`src/include/mem_settings.svh`:
```
`ifndef MEM_SETTINGS_SVH
`define MEM_SETTINGS_SVH

// Bus geometry
`define MEM_ADDR_W  32   // Byte address width
`define MEM_DATA_W  32   // Data bus width
`define MEM_STRB_W  4    // One strobe per byte lane

// SRAM size in 32-bit words
`define MEM_DEPTH   256  // 1 KiB

// Slave latencies, in cycles spent in the busy state
`define RD_LATENCY  3
`define WR_LATENCY  2
`define LAT_CNT_W   4    // Wide enough for both latencies

`endif

```
`src/hdl/mem_pkg.sv`:
```
`include "mem_settings.svh"

package mem_pkg;

  typedef enum logic [1:0] {
    RESP_OKAY   = 2'b00,
    RESP_SLVERR = 2'b10
  } axi_resp_e;

  // AXI-lite channel payloads
  typedef struct packed {
    logic [`MEM_ADDR_W-1:0] araddr;
  } ar_chan_t;

  typedef struct packed {
    logic [`MEM_ADDR_W-1:0] awaddr;
  } aw_chan_t;

  typedef struct packed {
    logic [`MEM_DATA_W-1:0] wdata;
    logic [`MEM_STRB_W-1:0] wstrb;
  } w_chan_t;

  typedef struct packed {
    logic [`MEM_DATA_W-1:0] rdata;
    axi_resp_e              rresp;
  } r_chan_t;

  typedef struct packed {
    axi_resp_e bresp;
  } b_chan_t;

  typedef enum logic [2:0] {
    ST_IDLE, ST_READ, ST_WAIT_RREADY, ST_WAIT_WVALID, ST_WRITE, ST_WAIT_BREADY
  } sram_state_e;

  typedef enum logic [2:0] {
    OP_LB, OP_LBU, OP_LH, OP_LHU, OP_LW, OP_SB, OP_SH, OP_SW
  } lsu_op_e;

  typedef enum logic [2:0] {
    LS_IDLE, LS_AR, LS_R, LS_AW_W, LS_B, LS_RESP
  } lsu_state_e;

  // Core side
  typedef struct packed {
    lsu_op_e                op;
    logic [`MEM_ADDR_W-1:0] addr;
    logic [`MEM_DATA_W-1:0] wdata;
  } lsu_req_t;

  typedef struct packed {
    logic [`MEM_DATA_W-1:0] rdata;
    logic                   err;    // Misaligned or SLVERR
  } lsu_resp_t;

endpackage

```
`src/hdl/lsu_axi_master.sv`:
```
`include "mem_settings.svh"

module lsu_axi_master (
  input  logic               clk,
  input  logic               rst,
  // Core side
  input  logic               req_valid_i,
  input  mem_pkg::lsu_req_t  req_i,
  output logic               req_ready_o,
  output logic               resp_valid_o,
  output mem_pkg::lsu_resp_t resp_o,
  input  logic               resp_ready_i,
  // AXI-lite master
  output mem_pkg::ar_chan_t  ar_o,
  output logic               arvalid_o,
  input  logic               arready_i,
  input  mem_pkg::r_chan_t   r_i,
  input  logic               rvalid_i,
  output logic               rready_o,
  output mem_pkg::aw_chan_t  aw_o,
  output logic               awvalid_o,
  input  logic               awready_i,
  output mem_pkg::w_chan_t   w_o,
  output logic               wvalid_o,
  input  logic               wready_i,
  input  mem_pkg::b_chan_t   b_i,
  input  logic               bvalid_i,
  output logic               bready_o
);
  import mem_pkg::*;

  lsu_state_e             state;
  lsu_req_t               req_q;
  lsu_resp_t              resp_q;
  logic                   aw_done;
  logic                   w_done;
  logic                   req_fire;
  logic [1:0]             offset;
  logic [`MEM_DATA_W-1:0] ld_shift;
  logic [`MEM_DATA_W-1:0] ld_data;
  logic [`MEM_STRB_W-1:0] st_strb;

  function automatic logic misaligned(lsu_op_e op, logic [1:0] lo);
    case (op)
      OP_LH, OP_LHU, OP_SH: return lo[0];
      OP_LW, OP_SW:         return |lo;
      default:              return 1'b0;
    endcase
  endfunction

  function automatic logic is_load(lsu_op_e op);
    return op inside {OP_LB, OP_LBU, OP_LH, OP_LHU, OP_LW};
  endfunction

  assign req_ready_o  = (state == LS_IDLE);
  assign resp_valid_o = (state == LS_RESP);
  assign resp_o       = resp_q;
  assign req_fire     = req_valid_i && req_ready_o;

  assign arvalid_o = (state == LS_AR);
  assign rready_o  = (state == LS_R);
  assign awvalid_o = (state == LS_AW_W) && !aw_done;
  assign wvalid_o  = (state == LS_AW_W) && !w_done;
  assign bready_o  = (state == LS_B);

  assign offset      = req_q.addr[1:0];
  assign ar_o.araddr = {req_q.addr[`MEM_ADDR_W-1:2], 2'b00};  // Word aligned
  assign aw_o.awaddr = {req_q.addr[`MEM_ADDR_W-1:2], 2'b00};
  assign w_o.wdata   = req_q.wdata << {offset, 3'b000};       // Into byte lanes
  assign w_o.wstrb   = st_strb;
  assign ld_shift    = r_i.rdata >> {offset, 3'b000};

  always_comb begin
    case (req_q.op)
      OP_SB:   st_strb = 4'b0001 << offset;
      OP_SH:   st_strb = 4'b0011 << offset;
      default: st_strb = 4'b1111;
    endcase
  end

  always_comb begin
    case (req_q.op)
      OP_LB:   ld_data = {{24{ld_shift[7]}}, ld_shift[7:0]};    // Sign extend
      OP_LBU:  ld_data = {24'h0, ld_shift[7:0]};
      OP_LH:   ld_data = {{16{ld_shift[15]}}, ld_shift[15:0]};
      OP_LHU:  ld_data = {16'h0, ld_shift[15:0]};
      default: ld_data = ld_shift;
    endcase
  end

  always_ff @(posedge clk or negedge rst) begin
    if (!rst) begin
      state   <= LS_IDLE;
      aw_done <= 1'b0;
      w_done  <= 1'b0;
    end else begin
      case (state)
        LS_IDLE: begin
          if (req_fire) begin
            if (misaligned(req_i.op, req_i.addr[1:0])) begin
              state <= LS_RESP;                         // No bus access
            end else if (is_load(req_i.op)) begin
              state <= LS_AR;
            end else begin
              state <= LS_AW_W;
            end
          end
        end
        LS_AR:   if (arready_i) state <= LS_R;
        LS_R:    if (rvalid_i) state <= LS_RESP;
        LS_AW_W: begin
          if (awvalid_o && awready_i) aw_done <= 1'b1;
          if (wvalid_o && wready_i) w_done <= 1'b1;
          if ((aw_done || awready_i) && (w_done || wready_i)) begin
            state   <= LS_B;
            aw_done <= 1'b0;
            w_done  <= 1'b0;
          end
        end
        LS_B:    if (bvalid_i) state <= LS_RESP;
        LS_RESP: if (resp_ready_i) state <= LS_IDLE;
        default: state <= LS_IDLE;
      endcase
    end
  end

  // Request and response payload
  always_ff @(posedge clk) begin
    if (req_fire) begin
      req_q        <= req_i;
      resp_q.rdata <= '0;
      resp_q.err   <= misaligned(req_i.op, req_i.addr[1:0]);
    end else if (state == LS_R && rvalid_i) begin
      resp_q.rdata <= (r_i.rresp == RESP_SLVERR) ? '0 : ld_data;
      resp_q.err   <= (r_i.rresp == RESP_SLVERR);
    end else if (state == LS_B && bvalid_i) begin
      resp_q.rdata <= '0;                              // Stores return no data
      resp_q.err   <= (b_i.bresp == RESP_SLVERR);
    end
  end

endmodule

```
`config.mk`:
```
export PLATFORM = sky130hd
export DESIGN_NAME = lsu_axi_master
export DESIGN_NICKNAME = d
export VERILOG_FILES = /design/src/hdl/mem_pkg.sv /design/src/hdl/lsu_axi_master.sv
export VERILOG_INCLUDE_DIRS = /design/src /design/src/include
export SDC_FILE = /design/constraint.sdc
export NUM_CORES = 1
export LEC_CHECK = 0
export ABC_AREA = 1
export BUFFER_PORTS_ARGS = -buffer_cell sky130_fd_sc_hd__buf_4
export CORE_MARGIN = 4
export CORE_UTILIZATION = 42
export DETAILED_ROUTE_END_ITERATION = 8
export HOLD_SLACK_MARGIN = 0.15
export PLACE_DENSITY = 0.77
export REMOVE_ABC_BUFFERS = 1
export SLEW_MARGIN = 5
export SYNTH_ARGS = -nofsm -noshare
export SYNTH_HDL_FRONTEND = slang
export SYNTH_SLANG_ARGS = --single-unit
```
`constraint.sdc`:
```
create_clock -name clk -period 3.4 [get_ports clk]
set_clock_uncertainty 0.05 [all_clocks]
set_input_delay 0 -clock clk [delete_from_list [all_inputs] [get_ports clk]]
set_output_delay 0 -clock clk [all_outputs]
set_load 0.01 [all_outputs]
```
After elaboration in Yosys (flattened, before gate mapping)
Cells that the tools add are included.
{"block": "totals", "input_bits": 112, "register_bits": 105}
{"block": "classes", "n_reduce_logical": 26, "shifts": 4, "muxes": 22, "n_eq_ne": 24}
{"operator": "$pmux W32 S4", "count": 1}
{"operator": "$mux W33", "count": 2}
{"operator": "$mux W32", "count": 1}
{"operator": "$shl A32 B5 Y32", "count": 1}
{"operator": "$shr A32 B5 Y32", "count": 1}
{"operator": "$eq A3 B3 Y1 const B", "count": 7}
{"operator": "$mux W3", "count": 7}
{"operator": "$eq A3 B2 Y1 const B", "count": 6}
{"operator": "$pmux W3 S6", "count": 1}
{"operator": "$eq A3 B1 Y1 const B", "count": 3}
{"operator": "$logic_not A3 Y1", "count": 3}
{"operator": "$logic_and A1 B1 Y1", "count": 8}
{"operator": "$ne A2 B1 Y1 const B", "count": 4}
{"operator": "$pmux W4 S2", "count": 1}
{"operator": "$mux W1", "count": 7}
{"operator": "$reduce_and A6 Y1", "count": 1}
{"operator": "$reduce_bool A2 Y1", "count": 3}
{"operator": "$reduce_bool A5 Y1", "count": 1}
{"operator": "$eq A2 B2 Y1 const B", "count": 2}
{"operator": "$ne A2 B2 Y1 const B", "count": 2}
{"operator": "$reduce_and A2 Y1", "count": 2}
{"operator": "$reduce_or A2 Y1", "count": 2}
{"operator": "$shl A1 B2 Y4 const A", "count": 1}
{"operator": "$shl A2 B2 Y4 const A", "count": 1}
{"operator": "6 further kinds", "count": 8}

Logic depth before layout (Yosys ltp)
{"block": "depth", "word_depth": 8, "ltp_mapped": 11, "ltp_nobuf": 10}

Worst setup path after synthesis
No wires, ideal clock.
{"block": "synth_timing", "kind": "register to register", "from": "register state[0]", "to": "register resp_q (netlist bit resp_o[19])", "slack_ns": -0.054, "path_stages_with_launch": 12, "required_ns": 3.237, "n_path_buf": 1, "t_arrival_ns": 3.290, "synth_period_minus_slack_ns": 3.454, "path_cell_list": "dfrtp_1 -> inv_2 -> nand2_1 -> nor2_2 -> inv_2 -> nor2_2 -> inv_1 -> nand3_2 -> inv_2 -> buf_2 -> nand2_1 -> nand2_1"}
{"block": "synth_via", "word_cells_on_any_way": 8}
{"element": "from (decl)", "line": "lsu_axi_master.sv:32", "source": "lsu_state_e state;"}
{"element": "from (signal assigned)", "line": "lsu_axi_master.sv:93", "source": "state <= LS_IDLE;"}
{"element": "from (signal assigned)", "line": "lsu_axi_master.sv:101", "source": "state <= LS_RESP;"}
{"element": "from (signal assigned)", "line": "lsu_axi_master.sv:103", "source": "state <= LS_AR;"}
{"element": "$logic_not A3 Y1", "line": "lsu_axi_master.sv:55", "source": "assign req_ready_o = (state == LS_IDLE);"}
{"element": "net req_ready_o", "line": "lsu_axi_master.sv:9", "source": "output logic req_ready_o,"}
{"element": "$logic_and A1 B1 Y1", "line": "lsu_axi_master.sv:58", "source": "assign req_fire = req_valid_i && req_ready_o;"}
{"element": "net req_fire", "line": "lsu_axi_master.sv:37", "source": "logic req_fire;"}
{"element": "to (decl)", "line": "lsu_axi_master.sv:34", "source": "lsu_resp_t resp_q;"}
The timed path passes the listed nets, and every way through them passes these cells.
A chain may end at the register's enable or synchronous reset.

Final worst setup path
{"block": "layout_timing", "from": "register req_q (netlist bit offset[1])", "to": "register resp_q (netlist bit resp_o[6])"}
{"block": "layout_via", "elab_chain_cells": 4}
{"element": "from (decl)", "line": "lsu_axi_master.sv:33", "source": "lsu_req_t req_q;"}
{"element": "from (signal assigned)", "line": "lsu_axi_master.sv:130", "source": "req_q <= req_i;"}
{"element": "$shr A32 B5 Y32", "line": "lsu_axi_master.sv:71", "source": "assign ld_shift = r_i.rdata >> {offset, 3'b000};"}
{"element": "$pmux W32 S4", "line": "lsu_axi_master.sv:82", "source": "case (req_q.op)"}
{"element": "$mux W32", "line": "lsu_axi_master.sv:134", "source": "resp_q.rdata <= (r_i.rresp == RESP_SLVERR) ? '0 : ld_data;"}
{"element": "$mux W33", "line": "lsu_axi_master.sv:133", "source": "end else if (state == LS_R && rvalid_i) begin"}
No other way between the ends.

==> results.cfg <==
[die]
die_h_um = 118.5
fp.dieArea_um2 = 14040
num_rows = 40
die_w_um = 118.5
start_util_pct = 42.87
io-pin-count = 252
core_area_um2 = 11960

[detailed_routing]
wl_met3_um = 1571
route.vias.total = 5398
drcViolationCount = 0
drt_iter0_drc = 431
drt-met1-wl_um = 6638
wirelength_um = 18120
wire_per_inst_um = 17.28
dr.pass1.iters = 5
postRouteAntennaNets = 0
dr.max_layer_used = met4
via_per_inst = 5.146
wl_met2_um = 8985

[synthesis]
synth.mux.area_fraction_pct = 0
yosysMostFrequentCell = nand2_1
yosys-top-cells-area = edfxtp_1, nand2_1, dfxtp_1
yosys.area_share.simple_pct = 20.74
ys.flop_type = edfxtp_1
ys_top_cells_by_count = nand2_1, edfxtp_1, buf_4
syn_avg_cell_area_um2 = 8.871
synth_top_area_share_pct = 39.82
async_flop_share_pct = 4.762
ys_types = 29
synth_fa_ha_area_share_pct = 0
synth_compound_area_share_pct = 9.858
synth_seq_cells = 105
yosysWarnings = 0
syn_inst = 578
syn_area_um2 = 5127
synth_xor_area_share_pct = 0
ys_seq_area_share_pct = 54.76
yosys.area.top_type = edfxtp_1
synth_edf_count = 68
synth_top_family_by_area = simple AND/OR/NAND/NOR gates

[grt]
grt_overflow_total = 0
antenna_found_initial = 0
grt_max_degree = 44
track_usage_pct = 24.87
grt_pass1_vias = 5592
grt_pass1_wl_um = 27980

[final_layout]
flow.area_growth_from_synthesis_pct = 63.74
drive_above_1_share_pct = 32.85
fin_nets = 1008
layout.cells.non_filler = 1049

[min_path]
min_to = resp_o[15]
min_path_cells = 5
hp-start = r_i[1]
hold_path_class = in2reg

[sta]
tns_ps = 0
tightest_slew_ps = 801.0
setup-violations-final = 0
max_clock_freq_mhz = 314.1
layout_min_cycle_time_ps = 3184
hold_violations = 0
fin_crit_sh_pct = 93.65
fin_hold_ws_ps = 171.6
finalMaxSlewViolations = 0
grt_setup_unrepaired = false
slew_headroom_pct = 46.47

[placement]
dp.cells = 892
hpwlAfterDp_um = 11550
gp_congestion = 0.8640
io_buffers = 247

[clock_tree]
cts.clk_slew.worst_paths_ps = 70
clk_latency_ps = 340
numCtsBuffers = 9
clk_path_buf_depth = 2
clock-sinks = 105
cts_root_buffer = clkbuf_16
cts_tree = done
h-tree-depth = 3

[critical_path]
critPathSlowestCell = edfxtp_1
r2r-end = resp_o[6]
worst-r2r-cell-count = 8
worstSetupEndpointType = register
crit_required_ps = 3590
criticalPathCategory = reg2reg
cp-start-kind = register
worstPathCellList = inv_1 -> nand2_2 -> o22ai_1 -> a21oi_1 -> dlygate4sd3_1 -> nand2_1 -> dlygate4sd3_1 -> nand2_1
arrival_ps = 3370
slowest_delay_ps = 580
r2r_slack_ps = 220
crit_fanout = 21
r2r_start = offset[1]

[power_and_ir_drop]
irDropWorstVdd_uv = 458.0
p_per_area_nw_per_um2 = 632.8
power.leakage_nw = 3.908

[status]
status = finished clean

[flow_run]
drv_cap = 0
layout make-up:
type	instances	area, um^2
well taps	147	183.9
multi-input cells	348	1589
clock buffers	9	225.2
clock inverters	7	140.1
repair inverters	1	7.507
diodes	1	2.502
repair buffers	391	3286
inverters	40	153.9
fillers	842	3566
flip-flops and latches	105	2808
what timing repair did:
| item | 4_1_cts | 5_1_grt |
|---|---|---|
| hold buffers | 135 | 0 |
| gates resized for setup | 0 | 2 |
| endpoints found under the hold margin | 111 | 0 |
| endpoints found under the setup margin | 0 | 13 |
| setup buffers | 0 | 4 |
worst max-delay path, delay by kind of cell (launching register included):
family | cells | cell delay, ps
and+or+nand+nor | 3 | 400
DFF | 1 | 580
buffers and inverters | 3 | 1700
AOI/OAI and AO/OA | 2 | 320
sequential cells by signal, summed over array words and instances (netlist names):
signal,flops
req_q,35
resp_o,33
ar_o,30
state,3
offset,2
aw_done,1
w_done,1
kinds of logic after synthesis:
logic type,Yosys count
AND/OR/NAND/NOR,254
other,1
AO/OA/AOI/OAI,90
flip-flops,105
buffers and inverters,128
worst max path at each step:
stage | startpoint | end | depth (start not counted)
final | offset[1] | resp_o[6] | 8
after global routing | offset[1] | resp_o[2] | 8
after CTS | offset[1] | resp_o[9] | 8
after detailed placement | state[1] | resp_o[26] | 10
after global placement | state[0] | resp_o[28] | 10
after floorplan | state[0] | resp_o[17] | 10
where the power goes:
group	internal, mW	total (mW)	switching, mW
registers	1.72	1.92	0.197
clock network	0.795	1.28	0.480
logic	0.982	2.12	1.13
cell usage in the layout (no fill, tap or decap), types with 2 or more instances in the layout:
| cell | netlist | layout |
|---|---|---|
| a21oi_1 | 12 | 12 |
| o22ai_1 | 8 | 8 |
| nand3_1 | 35 | 35 |
| conb_1 | 1 | 4 |
| a22oi_1 | 8 | 8 |
| bufinv_16 | 0 | 4 |
| o211ai_1 | 7 | 7 |
| clkinvlp_4 | 0 | 3 |
| clkbuf_16 | 0 | 9 |
| or2_2 | 8 | 8 |
| o21ai_0 | 52 | 52 |
| dfxtp_1 | 32 | 32 |
| buf_4 | 65 | 255 |
| nor2_1 | 26 | 26 |
| inv_1 | 34 | 33 |
| nand2_1 | 176 | 176 |
| nor2_2 | 3 | 2 |
| edfxtp_1 | 68 | 68 |
| dfrtp_1 | 5 | 5 |
| dlygate4sd3_1 | 0 | 135 |
| nor2_4 | 1 | 2 |
| inv_2 | 6 | 6 |
through the flow:
stage / power, mW / utilization, % / setup WS (ps) / cell area (um^2)
final: 5.313 / 70.19 / 216.0 / 8396
after global routing: 5.585 / 70.17 / 59.66 / 8393
after detailed placement: 3.783 / 55.47 / 1052 / 6635
after floorplan: 2.792 / - / -43.24 / 4542
after CTS: 5.265 / 69.82 / 122.3 / 8352
after global placement: 3.732 / 55.47 / 1193 / 6635
routing by layer:
| layer | GRT usage [%] | vias up |
|---|---|---|
| li1 | - | 2478 |
| met1 | 27.43 | 2465 |
| met2 | 44.02 | 367 |
| met3 | 6.172 | 88 |
| met4 | 13.25 | 0 |
| met5 | 0 | - |
No activity file was read; power rests on OpenSTA's default activity.
